===== src/hdl/axi_write_pkg.sv =====
`default_nettype none

package axi_write_pkg;

	// AXI encodings
	localparam logic [2:0] axsize_8_bytes = 3'b011;
	localparam logic [1:0] axburst_incr = 2'b01;
	localparam logic axlock_normal = 1'b0;
	localparam logic [3:0] axcache_non_cache = 4'b0000;
	localparam logic [2:0] axprot_secure = 3'b000;   // data, secure, unprivileged
	localparam logic [1:0] resp_okay = 2'b00;

	localparam int SLOT_TAG_W = 10;
	localparam int BEAT_BYTES = 8;

	typedef logic [4:0] burst_len_t;   // 1..16 beats

	// first command word
	typedef struct packed {
		logic [8:0] unused;
		logic auto_cpl;
		logic cmd_type;
		logic done_check;
		logic [SLOT_TAG_W-1:0] slot_tag;
		logic [7:0] len_beats;   // 1..255
	} cmd_hdr_t;

	// second command word, byte address is beat_addr * 8
	typedef struct packed {
		logic unused;
		logic [28:0] beat_addr;
	} cmd_addr_t;

	typedef struct packed {
		logic auto_cpl;
		logic cmd_type;
		logic done_check;
		logic [SLOT_TAG_W-1:0] slot_tag;
		logic [7:0] len_beats;
	} done_rec_t;

endpackage

`default_nettype wire

===== src/hdl/burst_if.sv =====
`timescale 1ns/1ps
`default_nettype none

interface burst_if
	import axi_write_pkg::*;
();
	logic push;
	burst_len_t beats;
	logic cmd_last;        // burst closes its command
	logic slot_free;       // one slot credit back
	logic cmd_data_done;

	modport ctrl (
		output push, beats, cmd_last,
		input slot_free, cmd_data_done
	);

	modport stream (
		input push, beats, cmd_last,
		output slot_free, cmd_data_done
	);
endinterface

`default_nettype wire


===== src/hdl/m_axi_write.sv =====
`timescale 1ns/1ps
`default_nettype none

module m_axi_write
	import axi_write_pkg::*;
#(
	parameter int DATA_W = 64,
	parameter int ADDR_W = 32,
	parameter int ID_W = 1,
	parameter int MAX_BURST_BEATS = 16,
	parameter int MAX_OUTSTANDING = 2,
	parameter int QUEUE_DEPTH = 2
) (
	input logic m_axi_aclk,
	input logic m_axi_aresetn,

	output logic [ID_W-1:0] m_axi_awid,
	output logic [ADDR_W-1:0] m_axi_awaddr,
	output logic [7:0] m_axi_awlen,
	output logic [2:0] m_axi_awsize,
	output logic [1:0] m_axi_awburst,
	output logic m_axi_awlock,
	output logic [3:0] m_axi_awcache,
	output logic [2:0] m_axi_awprot,
	output logic [3:0] m_axi_awregion,
	output logic [3:0] m_axi_awqos,
	output logic m_axi_awvalid,
	input logic m_axi_awready,

	output logic [DATA_W-1:0] m_axi_wdata,
	output logic [DATA_W/8-1:0] m_axi_wstrb,
	output logic m_axi_wlast,
	output logic m_axi_wvalid,
	input logic m_axi_wready,

	input logic [ID_W-1:0] m_axi_bid,
	input logic [1:0] m_axi_bresp,
	input logic m_axi_bvalid,
	output logic m_axi_bready,
	output logic m_axi_bresp_err,

	output logic cmd_rd_en,
	input logic [29:0] cmd_rd_data,
	input logic cmd_empty_n,

	output logic fifo_rd_en,
	input logic [DATA_W-1:0] fifo_rd_data,
	input logic fifo_empty_n,

	output logic done_wr_en,
	output done_rec_t done_wr_data,
	input logic done_wr_rdy_n
);
	logic can_issue;

	burst_if burst ();

	// fixed AW attributes, full-width beats
	assign m_axi_awid = '0;
	assign m_axi_awsize = axsize_8_bytes;
	assign m_axi_awburst = axburst_incr;
	assign m_axi_awlock = axlock_normal;
	assign m_axi_awcache = axcache_non_cache;
	assign m_axi_awprot = axprot_secure;
	assign m_axi_awregion = '0;
	assign m_axi_awqos = '0;
	assign m_axi_wstrb = '1;
	assign m_axi_bready = 1'b1;

	write_cmd_ctrl #(
		.ADDR_W(ADDR_W),
		.MAX_BURST_BEATS(MAX_BURST_BEATS),
		.QUEUE_DEPTH(QUEUE_DEPTH)
	) write_cmd_ctrl_inst (
		.m_axi_aclk(m_axi_aclk),
		.m_axi_aresetn(m_axi_aresetn),
		.cmd_rd_data(cmd_rd_data),
		.cmd_empty_n(cmd_empty_n),
		.cmd_rd_en(cmd_rd_en),
		.awaddr(m_axi_awaddr),
		.awlen(m_axi_awlen),
		.awvalid(m_axi_awvalid),
		.awready(m_axi_awready),
		.can_issue(can_issue),
		.done_wr_en(done_wr_en),
		.done_wr_data(done_wr_data),
		.done_wr_rdy_n(done_wr_rdy_n),
		.burst(burst.ctrl)
	);

	write_data_streamer #(
		.DATA_W(DATA_W),
		.MAX_BURST_BEATS(MAX_BURST_BEATS),
		.QUEUE_DEPTH(QUEUE_DEPTH)
	) write_data_streamer_inst (
		.m_axi_aclk(m_axi_aclk),
		.m_axi_aresetn(m_axi_aresetn),
		.fifo_rd_data(fifo_rd_data),
		.fifo_empty_n(fifo_empty_n),
		.fifo_rd_en(fifo_rd_en),
		.wdata(m_axi_wdata),
		.wlast(m_axi_wlast),
		.wvalid(m_axi_wvalid),
		.wready(m_axi_wready),
		.burst(burst.stream)
	);

	bresp_credit_tracker #(
		.ID_W(ID_W),
		.MAX_OUTSTANDING(MAX_OUTSTANDING)
	) bresp_credit_tracker_inst (
		.m_axi_aclk(m_axi_aclk),
		.m_axi_aresetn(m_axi_aresetn),
		.awvalid(m_axi_awvalid),
		.awready(m_axi_awready),
		.bvalid(m_axi_bvalid),
		.bid(m_axi_bid),
		.bresp(m_axi_bresp),
		.can_issue(can_issue),
		.bresp_err(m_axi_bresp_err)
	);

endmodule

`default_nettype wire


===== src/hdl/bresp_credit_tracker.sv =====
`timescale 1ns/1ps
`default_nettype none

module bresp_credit_tracker
	import axi_write_pkg::*;
#(
	parameter int ID_W = 1,
	parameter int MAX_OUTSTANDING = 2
) (
	input logic m_axi_aclk,
	input logic m_axi_aresetn,
	input logic awvalid,
	input logic awready,
	input logic bvalid,
	input logic [ID_W-1:0] bid,
	input logic [1:0] bresp,
	output logic can_issue,
	output logic bresp_err
);
	localparam int CNT_W = $clog2(MAX_OUTSTANDING + 1);

	logic [CNT_W-1:0] outstanding;
	logic aw_hs;
	logic b_hs;

	assign aw_hs = awvalid && awready;
	assign b_hs = bvalid;   // bready is tied high
	assign can_issue = (outstanding < CNT_W'(MAX_OUTSTANDING));

	always_ff @(posedge m_axi_aclk or negedge m_axi_aresetn) begin
		if (!m_axi_aresetn) begin
			outstanding <= '0;
			bresp_err <= 1'b0;
		end else begin
			outstanding <= outstanding + CNT_W'(aw_hs) - CNT_W'(b_hs);
			// sticky until reset
			if (b_hs && (bresp != resp_okay || bid != '0))
				bresp_err <= 1'b1;
		end
	end

	a_outstanding_max: assert property (@(posedge m_axi_aclk) disable iff (!m_axi_aresetn)
		aw_hs |=> outstanding <= CNT_W'(MAX_OUTSTANDING));

	a_no_orphan_b: assert property (@(posedge m_axi_aclk) disable iff (!m_axi_aresetn)
		b_hs |-> outstanding != '0);

endmodule

`default_nettype wire


===== src/hdl/write_data_streamer.sv =====
`timescale 1ns/1ps
`default_nettype none

module write_data_streamer
	import axi_write_pkg::*;
#(
	parameter int DATA_W = 64,
	parameter int MAX_BURST_BEATS = 16,
	parameter int QUEUE_DEPTH = 2
) (
	input logic m_axi_aclk,
	input logic m_axi_aresetn,
	input logic [DATA_W-1:0] fifo_rd_data,
	input logic fifo_empty_n,
	output logic fifo_rd_en,
	output logic [DATA_W-1:0] wdata,
	output logic wlast,
	output logic wvalid,
	input logic wready,
	burst_if.stream burst
);
	localparam int PTR_W = (QUEUE_DEPTH > 1) ? $clog2(QUEUE_DEPTH) : 1;
	localparam int CNT_W = $clog2(QUEUE_DEPTH + 1);
	localparam int BEAT_W = (MAX_BURST_BEATS > 1) ? $clog2(MAX_BURST_BEATS) : 1;

	burst_len_t q_beats [QUEUE_DEPTH];
	logic q_last [QUEUE_DEPTH];
	logic [PTR_W-1:0] wr_ptr;
	logic [PTR_W-1:0] rd_ptr;
	logic [CNT_W-1:0] q_count;
	logic [BEAT_W-1:0] beat_cnt;   // beats accepted in the head burst
	logic w_hs;
	logic burst_done;

	function automatic logic [PTR_W-1:0] ptr_inc(input logic [PTR_W-1:0] p);
		return (p == PTR_W'(QUEUE_DEPTH - 1)) ? '0 : p + 1'b1;
	endfunction

	// head of the queue is the burst on the wire
	assign wvalid = (q_count != '0) && fifo_empty_n;
	assign wdata = fifo_rd_data;   // fwft, head word already present
	assign wlast = (q_count != '0) && (burst_len_t'(beat_cnt) + 5'd1 == q_beats[rd_ptr]);
	assign w_hs = wvalid && wready;
	assign fifo_rd_en = w_hs;
	assign burst_done = w_hs && wlast;

	assign burst.slot_free = burst_done;
	assign burst.cmd_data_done = burst_done && q_last[rd_ptr];

	always_ff @(posedge m_axi_aclk) begin
		if (burst.push) begin
			q_beats[wr_ptr] <= burst.beats;
			q_last[wr_ptr] <= burst.cmd_last;
		end
	end

	always_ff @(posedge m_axi_aclk or negedge m_axi_aresetn) begin
		if (!m_axi_aresetn) begin
			wr_ptr <= '0;
			rd_ptr <= '0;
			q_count <= '0;
			beat_cnt <= '0;
		end else begin
			if (burst.push)
				wr_ptr <= ptr_inc(wr_ptr);
			if (burst_done)
				rd_ptr <= ptr_inc(rd_ptr);
			q_count <= q_count + CNT_W'(burst.push) - CNT_W'(burst_done);
			if (burst_done)
				beat_cnt <= '0;
			else if (w_hs)
				beat_cnt <= beat_cnt + 1'b1;
		end
	end

	a_no_push_full: assert property (@(posedge m_axi_aclk) disable iff (!m_axi_aresetn)
		burst.push |-> q_count != CNT_W'(QUEUE_DEPTH));

	a_wdata_stable: assert property (@(posedge m_axi_aclk) disable iff (!m_axi_aresetn)
		(wvalid && !wready) ##1 wvalid |-> $stable(wdata) && $stable(wlast));

endmodule

`default_nettype wire


===== src/hdl/write_cmd_ctrl.sv =====
`timescale 1ns/1ps
`default_nettype none

module write_cmd_ctrl
	import axi_write_pkg::*;
#(
	parameter int ADDR_W = 32,
	parameter int MAX_BURST_BEATS = 16,
	parameter int QUEUE_DEPTH = 2
) (
	input logic m_axi_aclk,
	input logic m_axi_aresetn,
	input logic [29:0] cmd_rd_data,
	input logic cmd_empty_n,
	output logic cmd_rd_en,
	output logic [ADDR_W-1:0] awaddr,
	output logic [7:0] awlen,
	output logic awvalid,
	input logic awready,
	input logic can_issue,
	output logic done_wr_en,
	output done_rec_t done_wr_data,
	input logic done_wr_rdy_n,
	burst_if.ctrl burst
);
	localparam int CREDIT_W = $clog2(QUEUE_DEPTH + 1);

	typedef enum logic [2:0] {
		S_IDLE,
		S_CMD_HDR,
		S_CMD_ADDR,
		S_AW_REQ,
		S_DATA_WAIT,
		S_RDY_WAIT,
		S_DONE_WR
	} state_t;

	state_t state;
	state_t state_nxt;
	cmd_hdr_t hdr_in;
	cmd_addr_t addr_in;
	cmd_hdr_t hdr_q;
	logic [7:0] rem_beats;
	logic [7:0] burst_beats;
	logic [ADDR_W-1:0] addr_q;
	logic [CREDIT_W-1:0] credits;
	logic aw_hs;
	logic last_burst;

	assign hdr_in = cmd_hdr_t'(cmd_rd_data);
	assign addr_in = cmd_addr_t'(cmd_rd_data);

	// split at MAX_BURST_BEATS
	assign burst_beats = (rem_beats > 8'(MAX_BURST_BEATS)) ? 8'(MAX_BURST_BEATS) : rem_beats;
	assign last_burst = (rem_beats == burst_beats);

	assign cmd_rd_en = (state == S_CMD_HDR) || (state == S_CMD_ADDR);
	assign awaddr = addr_q;
	assign awlen = burst_beats - 8'd1;
	assign awvalid = (state == S_AW_REQ) && (credits != '0) && can_issue;
	assign aw_hs = awvalid && awready;

	assign burst.push = aw_hs;   // descriptor goes with the AW handshake
	assign burst.beats = burst_len_t'(burst_beats);
	assign burst.cmd_last = last_burst;

	assign done_wr_en = (state == S_DONE_WR) && !done_wr_rdy_n;
	assign done_wr_data.auto_cpl = hdr_q.auto_cpl;
	assign done_wr_data.cmd_type = hdr_q.cmd_type;
	assign done_wr_data.done_check = hdr_q.done_check;
	assign done_wr_data.slot_tag = hdr_q.slot_tag;
	assign done_wr_data.len_beats = hdr_q.len_beats;

	always_comb begin
		state_nxt = state;
		case (state)
			S_IDLE: if (cmd_empty_n) state_nxt = S_CMD_HDR;
			S_CMD_HDR: state_nxt = S_CMD_ADDR;
			S_CMD_ADDR: state_nxt = S_AW_REQ;
			S_AW_REQ: if (aw_hs && last_burst) state_nxt = S_DATA_WAIT;
			S_DATA_WAIT: if (burst.cmd_data_done) state_nxt = S_RDY_WAIT;
			S_RDY_WAIT: if (!done_wr_rdy_n) state_nxt = S_DONE_WR;
			S_DONE_WR: if (!done_wr_rdy_n) state_nxt = S_IDLE;
			default: state_nxt = S_IDLE;
		endcase
	end

	always_ff @(posedge m_axi_aclk or negedge m_axi_aresetn) begin
		if (!m_axi_aresetn)
			state <= S_IDLE;
		else
			state <= state_nxt;
	end

	always_ff @(posedge m_axi_aclk) begin
		if (state == S_CMD_HDR) begin
			hdr_q <= hdr_in;
			rem_beats <= hdr_in.len_beats;
		end
		if (state == S_CMD_ADDR)
			addr_q <= ADDR_W'(addr_in.beat_addr) * ADDR_W'(BEAT_BYTES);
		if (aw_hs) begin
			rem_beats <= rem_beats - burst_beats;
			addr_q <= addr_q + ADDR_W'(burst_beats) * ADDR_W'(BEAT_BYTES);
		end
	end

	// slot credits toward the streamer queue
	always_ff @(posedge m_axi_aclk or negedge m_axi_aresetn) begin
		if (!m_axi_aresetn)
			credits <= CREDIT_W'(QUEUE_DEPTH);
		else
			credits <= credits + CREDIT_W'(burst.slot_free) - CREDIT_W'(burst.push);
	end

	a_credit_return: assert property (@(posedge m_axi_aclk) disable iff (!m_axi_aresetn)
		burst.slot_free |-> credits != CREDIT_W'(QUEUE_DEPTH));

endmodule

`default_nettype wire


===== config.mk =====
export PLATFORM = sky130hd
export DESIGN_NAME = m_axi_write
export DESIGN_NICKNAME = d
export VERILOG_FILES = /design/src/hdl/axi_write_pkg.sv /design/src/hdl/burst_if.sv /design/src/hdl/m_axi_write.sv /design/src/hdl/bresp_credit_tracker.sv /design/src/hdl/write_data_streamer.sv /design/src/hdl/write_cmd_ctrl.sv
export SDC_FILE = /design/constraint.sdc
export NUM_CORES = 1
export LEC_CHECK = 0
export BUFFER_PORTS_ARGS = -buffer_cell sky130_fd_sc_hd__buf_4
export CORE_MARGIN = 8
export CORE_UTILIZATION = 47
export CTS_CLUSTER_DIAMETER = 30
export DETAILED_ROUTE_END_ITERATION = 8
export PLACE_DENSITY = 0.91
export SLEW_MARGIN = 30
export SYNTH_ARGS = -nofsm -noshare
export SYNTH_HDL_FRONTEND = slang
export SYNTH_HIERARCHICAL = 1
export SYNTH_SLANG_ARGS = --single-unit
export TNS_END_PERCENT = 30

===== constraint.sdc =====
create_clock -name m_axi_aclk -period 4.6 [get_ports m_axi_aclk]
set_input_delay 0.46 -clock m_axi_aclk [delete_from_list [all_inputs] [get_ports m_axi_aclk]]
set_output_delay 0.46 -clock m_axi_aclk [all_outputs]
set_load 0.01 [all_outputs]

==> results.ini, run 1 <==
[sta]
fin_crit_sh=0.804
final.setup_skew_ns=0.00883
finalWorstPathRequiredPeriod_ns=3.70
setup_repair_after_global_routing_missed_its_margin=no
slew_headroom=0.576
timing_hold_violations_final=0
worst_slew_pin_tran_ns=0.636
slew_violations=0
timing.final.setup_violations=0
achievable-frequency_ghz=0.270
fin_setup_tns_ns=0

[global_route]
number_of_global_route_vias_before_repair=3803
grt_start_max_net_pins=67
grt_first_pass_wirelength_mm=18.8
overall_routing_resource_usage=0.160
total_congestion_overflow=0
number_of_antenna_violations_at_the_first_check_in_global_routing=0

[layout]
antenna_cells=0
final_net_count=670
layout.cells.most_common_list=buf_4 (108), edfxtp_1 (70), nand2_1 (59)
mostFrequentLayoutCell=buf_4
fill_cells=975
area.growth.synth_to_final_pct=12.0
final_layout_size_suffix_gt1_frac=0.266
finalInstanceArea_um2=5960

[worst_setup_path]
worstPathRequired_ns=4.81
crit_path_max_fanout=9
endpoint_kind=flop
critical_path_class=reg -> reg
crit_path_start_kind=flop
r2r_setup_slack_ns=0.90
critPathArrivalTime_ns=3.91

[detailed_routing]
drcViolationCount=0
drtAntennaViolNets=0
detail_route.wirelength_mm=12.1
wl_per_cell_um=17.4
vias_per_cell=5.26
drt_first_iter_violations=313
dr_total_vias=3658
drt_pre_antenna_iters=5

[power]
p_seq_frac=0.397
power_switching_share=0.365
power.ir.vdd_worst_mv=0.313
power.net_switching_mw=1.32
comb_power_share=0.384
power.clock.fraction=0.219
p_int_mw=2.30
total_leakage_power_nw=2.52
cellPowerDensity_nw_per_um2=607

[floorplan]
die_height_um=122
floorplan.die.width_um=122
core_area_um2=11200
std_cell_rows=39
design.die.area_um2=15000
start_util=0.474
io_pins=268

[place]
port_buffers=104
gp_routability_congestion=0.810
detailedPlacementHpwl_mm=9.25
placedInstanceArea_um2=5620

[synthesis]
synth_top_flop_cell=edfxtp_1
seq_area_frac_synth=0.470
ys_types=67
yosysWarningCount=6
syn_area_per_cell_um2=10.6
cell_area_after_technology_mapping_um2=5320
synth_seq_cells=86
syn-instance-count=503
number_of_enable_type_register_cells_in_the_synthesized_netlist=70
asyncSetResetFlopFracSynth=0.186

[clocking]
count_of_buffers_added_by_post_cts_timing_repair_for_setup=0
number_of_gates_resized_after_cts=0
cts.sink_count=86
postCtsHoldBufs=1
cts.reportedPaths.clkPinSlew_ns=0.06
number_of_buffers_created_by_cts=9
clk_path_buf_depth=2
worst_skew_pair.late_latency_ns=0.34
cts_htree_levels=3
cts_tree=built
cts.root.buffer_cell=clkbuf_16

[worst_hold_path]
hold_path_class=in -> reg

[job]
drv.max_cap_violation_count=0

[status]
status=finished, final reports clean

[layout make-up]
class | count | area (µm²) | area share
repair buffers | 109 | 821 | 0.138
clock buffers | 12 | 256 | 0.0430
well taps | 143 | 179 | 0.0300
inverters | 19 | 71.3 | 0.0120
multi-input cells | 322 | 2060 | 0.345
clock inverters | 4 | 70.1 | 0.0118
flip-flops and latches | 86 | 2500 | 0.420
[worst max-delay path, stage by stage, from the launching register on]
cell,delay (ns)
edfxtp_1,0.45
or3_1,0.48
a21oi_2,0.31
and2_1,0.25
ha_1,0.23
inv_1,0.07
fa_1,0.39
and2b_1,0.24
o2111ai_2,0.15
a21oi_4,0.36
o21ai_4,0.10
or4_1,0.42
nand3_1,0.10
[through the flow]
| stage | power [mW] | utilization | worst slack [ns] | std cells | hold slack (ns) |
|---|---|---|---|---|---|
| 2_1_floorplan | 2.37 | - | 1.37 | 537 | 0.164 |
| 3_3_place_gp | 2.76 | 0.501 | 1.03 | 678 | 0.328 |
| 3_5_place_dp | 2.83 | 0.501 | 0.945 | 678 | 0.332 |
| 4_1_cts | 3.64 | 0.531 | 0.916 | 695 | 0.286 |
| 5_1_grt | 3.84 | 0.531 | 0.688 | 695 | 0.280 |
| 6_report | 3.62 | 0.531 | 0.902 | 695 | 0.300 |
[power groups by stage]
stage / sequential, mW / clock [mW] / combinational, mW
after floorplan: 1.45 / 0 / 0.918
after global placement: 1.42 / 0 / 1.34
after detailed placement: 1.44 / 0 / 1.39
after CTS: 1.43 / 0.807 / 1.40
after global routing: 1.47 / 0.837 / 1.53
final: 1.44 / 0.791 / 1.39
[sequential cells by signal (all words and copies together), names as in the netlist]
name	cells
write_cmd_ctrl_inst/rem_beats	8
write_cmd_ctrl_inst/awaddr	29
bresp_credit_tracker_inst/bresp_err	1
write_cmd_ctrl_inst/credits	2
write_data_streamer_inst/rd_ptr	1
write_cmd_ctrl_inst/state	3
write_data_streamer_inst/q_count	2
bresp_credit_tracker_inst/outstanding	2
write_data_streamer_inst/wr_ptr	1
write_data_streamer_inst/beat_cnt	4
write_cmd_ctrl_inst/done_wr_data	21
write_data_streamer_inst/q_beats	10
write_data_streamer_inst/q_last	2
[cell usage after synthesis (3+ instances only)]
cell type	instances	share of area
inv_1	17	0.012
dfrtp_1	15	0.071
conb_1	4	0.0028
a21oi_1	9	0.0085
buf_6	3	0.0063
xor2_1	18	0.030
clkbuf_1	6	0.0042
nand2b_1	4	0.0047
mux2i_1	5	0.0094
nand2_1	59	0.042
nand3_1	10	0.0094
and3_1	10	0.012
edfxtp_1	70	0.39
o211ai_1	7	0.0099
o31ai_1	4	0.0056
ha_1	17	0.040
nor3_1	5	0.0047
nor2_1	15	0.011
xnor2_1	22	0.036
o21ai_0	38	0.036
and2_1	5	0.0059
o21ai_1	5	0.0047
buf_4	98	0.14
[per-layer routing]
metal,global-route usage,vias to the layer above,part of all wire
met3,0.0823,28,0.10
met5,0,-,0
met2,0.270,200,0.50
met4,0.0617,0,0.021
li1,-,1697,-
met1,0.167,1733,0.37
[final timing paths]
path                                                                  from                                              end  cells after the start
max in group asynchronous                                    m_axi_aresetn         write_cmd_ctrl_inst/credits[1]$_DFF_PN1_                      2
min in group asynchronous                                    m_axi_aresetn  bresp_credit_tracker_inst/bresp_err$_DFFE_PN0P_                      2
max reg2reg                     write_cmd_ctrl_inst/rem_beats[5]$_DFFE_PP_         write_cmd_ctrl_inst/awaddr[21]$_DFFE_PP_                     12
min                                                         cmd_rd_data[6]    write_cmd_ctrl_inst/done_wr_data[6]$_DFFE_PP_                      1
max                             write_cmd_ctrl_inst/rem_beats[5]$_DFFE_PP_         write_cmd_ctrl_inst/awaddr[21]$_DFFE_PP_                     12
min reg2reg                bresp_credit_tracker_inst/bresp_err$_DFFE_PN0P_  bresp_credit_tracker_inst/bresp_err$_DFFE_PN0P_                      1
[cell families (layout without fill, tap and decap cells)]
logic type / after synthesis / after routing / share of synthesized area
multiplexers: 6 / 6 / 0.0122
flip-flops: 86 / 86 / 0.470
other: 4 / 38 / 0.00282
XOR/XNOR: 41 / 41 / 0.0701
buffers and inverters: 129 / 144 / 0.169
AO/OA/AOI/OAI: 86 / 86 / 0.106
adder cells (fa/ha/maj): 18 / 18 / 0.0437
AND/OR/NAND/NOR: 133 / 133 / 0.126
Power figures use the tool's default switching activity.
==> run 2: changes to the inputs <==
clock period = 3.8 ns   (was 4.6 ns; I/O delays follow)
==> results.ini, run 2 (synthesis gave the netlist of run 1 again) <==
[status]
status=finished, final reports clean

[worst_hold_path]
holdPathEnd=write_cmd_ctrl_inst/done_wr_data[17]$_DFFE_PP_
holdPathStages=1  ; unchanged
hp_start=cmd_rd_data[17]
hold_path_class=in -> reg

[layout]
antenna_cells=0  ; unchanged
final_net_count=671  ; +0.15%
layout.cells.most_common_list=buf_4 (109), edfxtp_1 (70), nand2_1 (59)
largest_register_ffs=29  ; unchanged
finalInstanceArea_um2=5970  ; +0.21%
area_of_the_multi_input_gates_um2=2060  ; unchanged
fill_cells=956  ; -1.9%
area.growth.synth_to_final_pct=12.2
mostFrequentLayoutCell=buf_4
seqCellArea_um2=2500  ; unchanged
final_layout_size_suffix_gt1_frac=0.264  ; -0.00229

[clocking]
worst_skew_pair.late_latency_ns=0.34  ; about the same
cts_tree=built
cts_htree_levels=3  ; unchanged
clk_path_buf_depth=2  ; unchanged
number_of_buffers_created_by_cts=9  ; unchanged
cts.sink_count=86  ; unchanged
count_of_buffers_added_by_post_cts_timing_repair_for_setup=0  ; unchanged
cts.root.buffer_cell=clkbuf_16
cts.reportedPaths.clkPinSlew_ns=0.06  ; about the same

[sta]
slew_violations=0  ; unchanged
final.setup_skew_ns=0.00609  ; -0.00274 ns
fin_setup_tns_ns=0  ; unchanged
setup_repair_after_global_routing_missed_its_margin=no
worst_slew_pin_tran_ns=0.573  ; -0.0629 ns
fin_crit_sh=0.930  ; +0.126
timing.final.setup_violations=0  ; unchanged
slew_headroom=0.617  ; +0.0406
timing_hold_violations_final=0  ; unchanged
finalWorstPathRequiredPeriod_ns=3.53  ; -0.166 ns
achievable-frequency_ghz=0.283  ; +4.7%

[place]
port_buffers=104  ; unchanged
placedInstanceArea_um2=5630  ; +0.13%
gp_routability_congestion=0.814  ; +0.48%
detailedPlacementHpwl_mm=9.24  ; -0.19%

[floorplan]
design.die.area_um2=15000  ; unchanged
io_pins=268  ; unchanged
std_cell_rows=39  ; unchanged
core_area_um2=11200  ; unchanged
die_height_um=122  ; unchanged
start_util=0.474  ; unchanged
floorplan.die.width_um=122  ; unchanged

[detailed_routing]
drt_first_iter_violations=212  ; -32%
drt_pre_antenna_iters=4  ; -1
dr_total_vias=3673  ; +0.41%
wl_per_cell_um=17.5  ; +0.44%
vias_per_cell=5.28  ; +0.27%
drtAntennaViolNets=0  ; unchanged
detail_route.wirelength_mm=12.2  ; +0.59%
drcViolationCount=0  ; unchanged

[global_route]
number_of_global_route_vias_before_repair=3850  ; +1.2%
total_congestion_overflow=0  ; unchanged
number_of_antenna_violations_at_the_first_check_in_global_routing=0  ; unchanged
overall_routing_resource_usage=0.161  ; +0.00139
grt_start_max_net_pins=39  ; -42%
grt_first_pass_wirelength_mm=19.1  ; +1.6%

[worst_setup_path]
worstPathRequired_ns=4.00  ; -0.81 ns
critical_path_class=reg -> reg
crit_path_max_fanout=9  ; unchanged
critPathArrivalTime_ns=3.73  ; -0.18 ns
r2r_setup_slack_ns=0.27  ; -0.63 ns
critical_path.reg2reg.startpoint=write_cmd_ctrl_inst/rem_beats[5]$_DFFE_PP_
crit_path_start_kind=flop
timing.reg2reg.worst_path_depth=12  ; unchanged
endpoint_kind=flop
critical_path.reg2reg.endpoint=write_cmd_ctrl_inst/awaddr[23]$_DFFE_PP_

[power]
power.ir.vdd_worst_mv=0.470  ; +50%
total_leakage_power_nw=2.52  ; +0.14%
cellPowerDensity_nw_per_um2=738  ; +22%

[job]
drv.max_cap_violation_count=0  ; unchanged

## run 2: power by group
part	switching [mW]	internal [mW]
Sequential	0.292	1.44
Combinational	0.953	0.736
Clock	0.344	0.642
Total	1.59	2.82
## run 2: worst max-delay path by stage
stage | start | slack (ns) | to | cells after the start
after detailed placement | write_cmd_ctrl_inst/rem_beats[5]$_DFFE_PP_ | 0.30 | write_cmd_ctrl_inst/awaddr[23]$_DFFE_PP_ | 12
after CTS | write_cmd_ctrl_inst/rem_beats[5]$_DFFE_PP_ | 0.27 | write_cmd_ctrl_inst/awaddr[23]$_DFFE_PP_ | 12
after floorplan | write_cmd_ctrl_inst/rem_beats[5]$_DFFE_PP_ | 0.57 | write_cmd_ctrl_inst/awaddr[21]$_DFFE_PP_ | 12
final | write_cmd_ctrl_inst/rem_beats[5]$_DFFE_PP_ | 0.27 | write_cmd_ctrl_inst/awaddr[23]$_DFFE_PP_ | 12
after global placement | write_cmd_ctrl_inst/rem_beats[5]$_DFFE_PP_ | 0.43 | write_cmd_ctrl_inst/awaddr[21]$_DFFE_PP_ | 12
after global routing | write_cmd_ctrl_inst/rem_beats[5]$_DFFE_PP_ | 0.08 | write_cmd_ctrl_inst/awaddr[23]$_DFFE_PP_ | 12
## run 2: layout make-up
class,count,area share
well taps,143,0.0300
flip-flops and latches,86,0.419
multi-input cells,322,0.345
repair buffers,110,0.139
clock buffers,12,0.0396
clock inverters,4,0.0159
inverters,19,0.0119
## run 2: repair_timing
action | in CTS | in global routing
hold buffers | 1 | 0
endpoints found under the hold margin | 15 | 0
gates resized for setup | 0 | 0
## run 2: routing by layer
| layer | GRT usage | part of all wire |
|---|---|---|
| met4 | 0.0678 | 0.025 |
| met5 | 0 | 0 |
| met3 | 0.0685 | 0.090 |
| met1 | 0.170 | 0.37 |
| met2 | 0.278 | 0.51 |
## run 2: critical path: stages, from the launching register on
cell	delay [ns]
edfxtp_1	0.45
or3_1	0.48
a21oi_2	0.15
and2_1	0.22
ha_1	0.22
inv_1	0.06
fa_1	0.40
and2b_1	0.25
o2111ai_2	0.16
a21oi_4	0.36
o21ai_4	0.10
or4_1	0.41
nand3_1	0.11
## run 2: per-stage QoR
stage / hold slack [ns] / utilization / worst slack (ns) / power [mW] / cells
2_1_floorplan: 0.0844 / - / 0.569 / 2.87 / 537
3_3_place_gp: 0.248 / 0.502 / 0.429 / 3.34 / 679
3_5_place_dp: 0.251 / 0.502 / 0.304 / 3.43 / 679
4_1_cts: 0.210 / 0.532 / 0.267 / 4.43 / 696
5_1_grt: 0.210 / 0.532 / 0.0830 / 4.69 / 696
6_report: 0.223 / 0.532 / 0.268 / 4.41 / 696
==> run 3: changes to the inputs <==
CORE_UTILIZATION = 48   (was 47)
CTS_BUF_LIST = sky130_fd_sc_hd__clkbuf_4   (was unset)
PLACE_DENSITY = 0.93   (was 0.91)
REMOVE_ABC_BUFFERS = 1   (was unset)
SLEW_MARGIN = 0   (was 30)
==> results.ini, run 3 (synthesis gave the netlist of run 1 again) <==
[status]
status=finished, final reports clean

[worst_setup_path]
critical_path_class=reg -> reg
crit_path_start_kind=flop
critical_path.top_delay_family=simple AND/OR/NAND/NOR gates
worst_path_max_delay_cell=edfxtp_1
critPathArrivalTime_ns=3.85  ; +0.12 ns
crit_path_max_fanout=9  ; unchanged
worstPathRequired_ns=4.09  ; +0.09 ns
endpoint_kind=flop
cp_num_buf_inv=1  ; unchanged
path_cells=or3_1 > a21oi_2 > and2_1 > ha_1 > inv_1 > fa_1 > and2b_1 > o2111ai_2 > a21oi_4 > o21ai_4 > or4_1 > nand3_1
crit_path_max_incr_delay_ns=0.48  ; about the same
r2r_setup_slack_ns=0.24  ; -0.03 ns

[power]
cellPowerDensity_nw_per_um2=692  ; -6.3%
total_leakage_power_nw=2.44  ; -3.1%
power.total_mw=4.01  ; -8.9%
power.net_switching_mw=1.57  ; -1.0%
power.ir.vdd_worst_mv=0.378  ; -20%
power_switching_share=0.392  ; +0.0313
comb_power_share=0.420  ; +0.036
p_int_mw=2.44  ; -13%
p_seq_frac=0.431  ; +0.038
power.clock.fraction=0.149  ; -0.075

[clocking]
number_of_buffers_created_by_cts=9  ; unchanged
clk_path_buf_depth=2  ; unchanged
cts_htree_levels=3  ; unchanged
cts.reportedPaths.clkPinSlew_ns=0.15  ; +0.09 ns
number_of_gates_resized_after_cts=0  ; unchanged
cts_tree=built
cts.sink_count=86  ; unchanged
worst_skew_pair.late_latency_ns=0.44  ; +0.10 ns
cts.root.buffer_cell=clkbuf_4
count_of_buffers_added_by_post_cts_timing_repair_for_setup=0  ; unchanged

[floorplan]
core_area_um2=10800  ; -3.4%
floorplan.die.width_um=121  ; -0.91%
std_cell_rows=38  ; -2.6%
die_height_um=121  ; -0.91%
design.die.area_um2=14700  ; -1.8%
io_pins=268  ; unchanged
start_util=0.491  ; +0.0167

[sta]
timing.final.setup_violations=0  ; unchanged
final.setup_skew_ns=0.0174  ; +0.0113 ns
worst_slew_pin_tran_ns=0.556  ; -0.0170 ns
achievable-frequency_ghz=0.281  ; -0.81%
setup_repair_after_global_routing_missed_its_margin=no
fin_crit_sh=0.937  ; +0.00760
slew_headroom=0.628  ; +0.0114
timing_hold_violations_final=0  ; unchanged
finalWorstPathRequiredPeriod_ns=3.56  ; +0.0289 ns
fin_setup_tns_ns=0  ; unchanged
slew_violations=0  ; unchanged

[layout]
antenna_cells=0  ; unchanged
final_net_count=671  ; unchanged
area.growth.synth_to_final_pct=9.00
largest_register_ffs=29  ; unchanged
layout.cells.most_common_list=buf_4 (109), edfxtp_1 (70), nand2_1 (59)
final_layout_size_suffix_gt1_frac=0.269  ; +0.00542
finalCoreUtilization=0.535  ; +0.00310
mostFrequentLayoutCell=buf_4

[detailed_routing]
dr_total_vias=3764  ; +2.5%
drt_pre_antenna_iters=4  ; unchanged
drt_first_iter_violations=286  ; +35%
detail_route.wirelength_mm=16.0  ; +32%
drtAntennaViolNets=0  ; unchanged
vias_per_cell=5.43  ; +2.9%
drcViolationCount=0  ; unchanged
wl_per_cell_um=23.1  ; +32%

[place]
detailedPlacementHpwl_mm=13.0  ; +41%
port_buffers=104  ; unchanged
gp_routability_congestion=0.813  ; -0.12%

[global_route]
overall_routing_resource_usage=0.213  ; +0.0515
grt_first_pass_wirelength_mm=23.2  ; +21%
total_congestion_overflow=0  ; unchanged
number_of_global_route_vias_before_repair=3883  ; +0.86%
number_of_antenna_violations_at_the_first_check_in_global_routing=0  ; unchanged
grt_start_max_net_pins=40  ; +2.6%

[worst_hold_path]
hold_path_class=in -> reg

[job]
drv.max_cap_violation_count=0  ; unchanged

==> run 3: per-layer routing <==
metal	wire length, µm	part of all wire	global-route usage
met5	56	0.0035	0.0313
met4	83	0.0052	0.0370
met3	3290	0.21	0.203
met2	6810	0.43	0.303
met1	5770	0.36	0.224
==> run 3: cell type report <==
cell class	count	area, µm²
fillers	946	5040
multi-input cells	322	2060
flip-flops and latches	86	2500
clock inverters	7	97.6
repair buffers	110	828
inverters	19	71.3
well taps	140	175
clock buffers	9	67.6
==> run 3: stage by stage <==
stage	area (µm²)	cells	worst slack (ns)	hold slack, ns
floorplan	4620	427	0.569	0.0844
global placement	5630	676	0.453	0.247
detailed placement	5630	676	0.328	0.254
CTS	5800	693	0.291	0.0832
global route	5800	693	0.125	0.0810
finish	5800	693	0.239	0.115
==> run 3: worst register-to-register path, delay by kind of cell (launching register included) <==
family                     cells  cell delay (ns)
and+or+nand+nor                5             1.47
buffers and inverters          1             0.08
AOI/OAI and AO/OA              4             0.77
adders and majority gates      2             0.63
DFF                            1             0.48
==> run 3: what timing repair did <==
item,4_1_cts,5_1_grt
hold endpoints to repair,15,0
endpoints found under the setup margin,0,0
hold buffers,1,0
==> run 3: worst paths after layout <==
check,start,end,cells after the start
min reg2reg,bresp_credit_tracker_inst/bresp_err$_DFFE_PN0P_,bresp_credit_tracker_inst/bresp_err$_DFFE_PN0P_,1
min in group asynchronous,m_axi_aresetn,write_data_streamer_inst/q_count[1]$_DFF_PN0_,2
max reg2reg,write_cmd_ctrl_inst/rem_beats[5]$_DFFE_PP_,write_cmd_ctrl_inst/awaddr[23]$_DFFE_PP_,12
max in group asynchronous,m_axi_aresetn,write_cmd_ctrl_inst/credits[1]$_DFF_PN1_,2
max,write_cmd_ctrl_inst/rem_beats[5]$_DFFE_PP_,write_cmd_ctrl_inst/awaddr[23]$_DFFE_PP_,12
min,cmd_rd_data[9],write_cmd_ctrl_inst/done_wr_data[9]$_DFFE_PP_,1
==> run 3: power by group through the flow <==
| stage | sequential, mW | clock, mW | combinational [mW] |
|---|---|---|---|
| after floorplan | 1.78 | 0 | 0.946 |
| after global placement | 1.72 | 0 | 1.62 |
| after detailed placement | 1.74 | 0 | 1.68 |
| after CTS | 1.73 | 0.616 | 1.69 |
| after global routing | 1.77 | 0.640 | 1.85 |
| final | 1.73 | 0.597 | 1.69 |
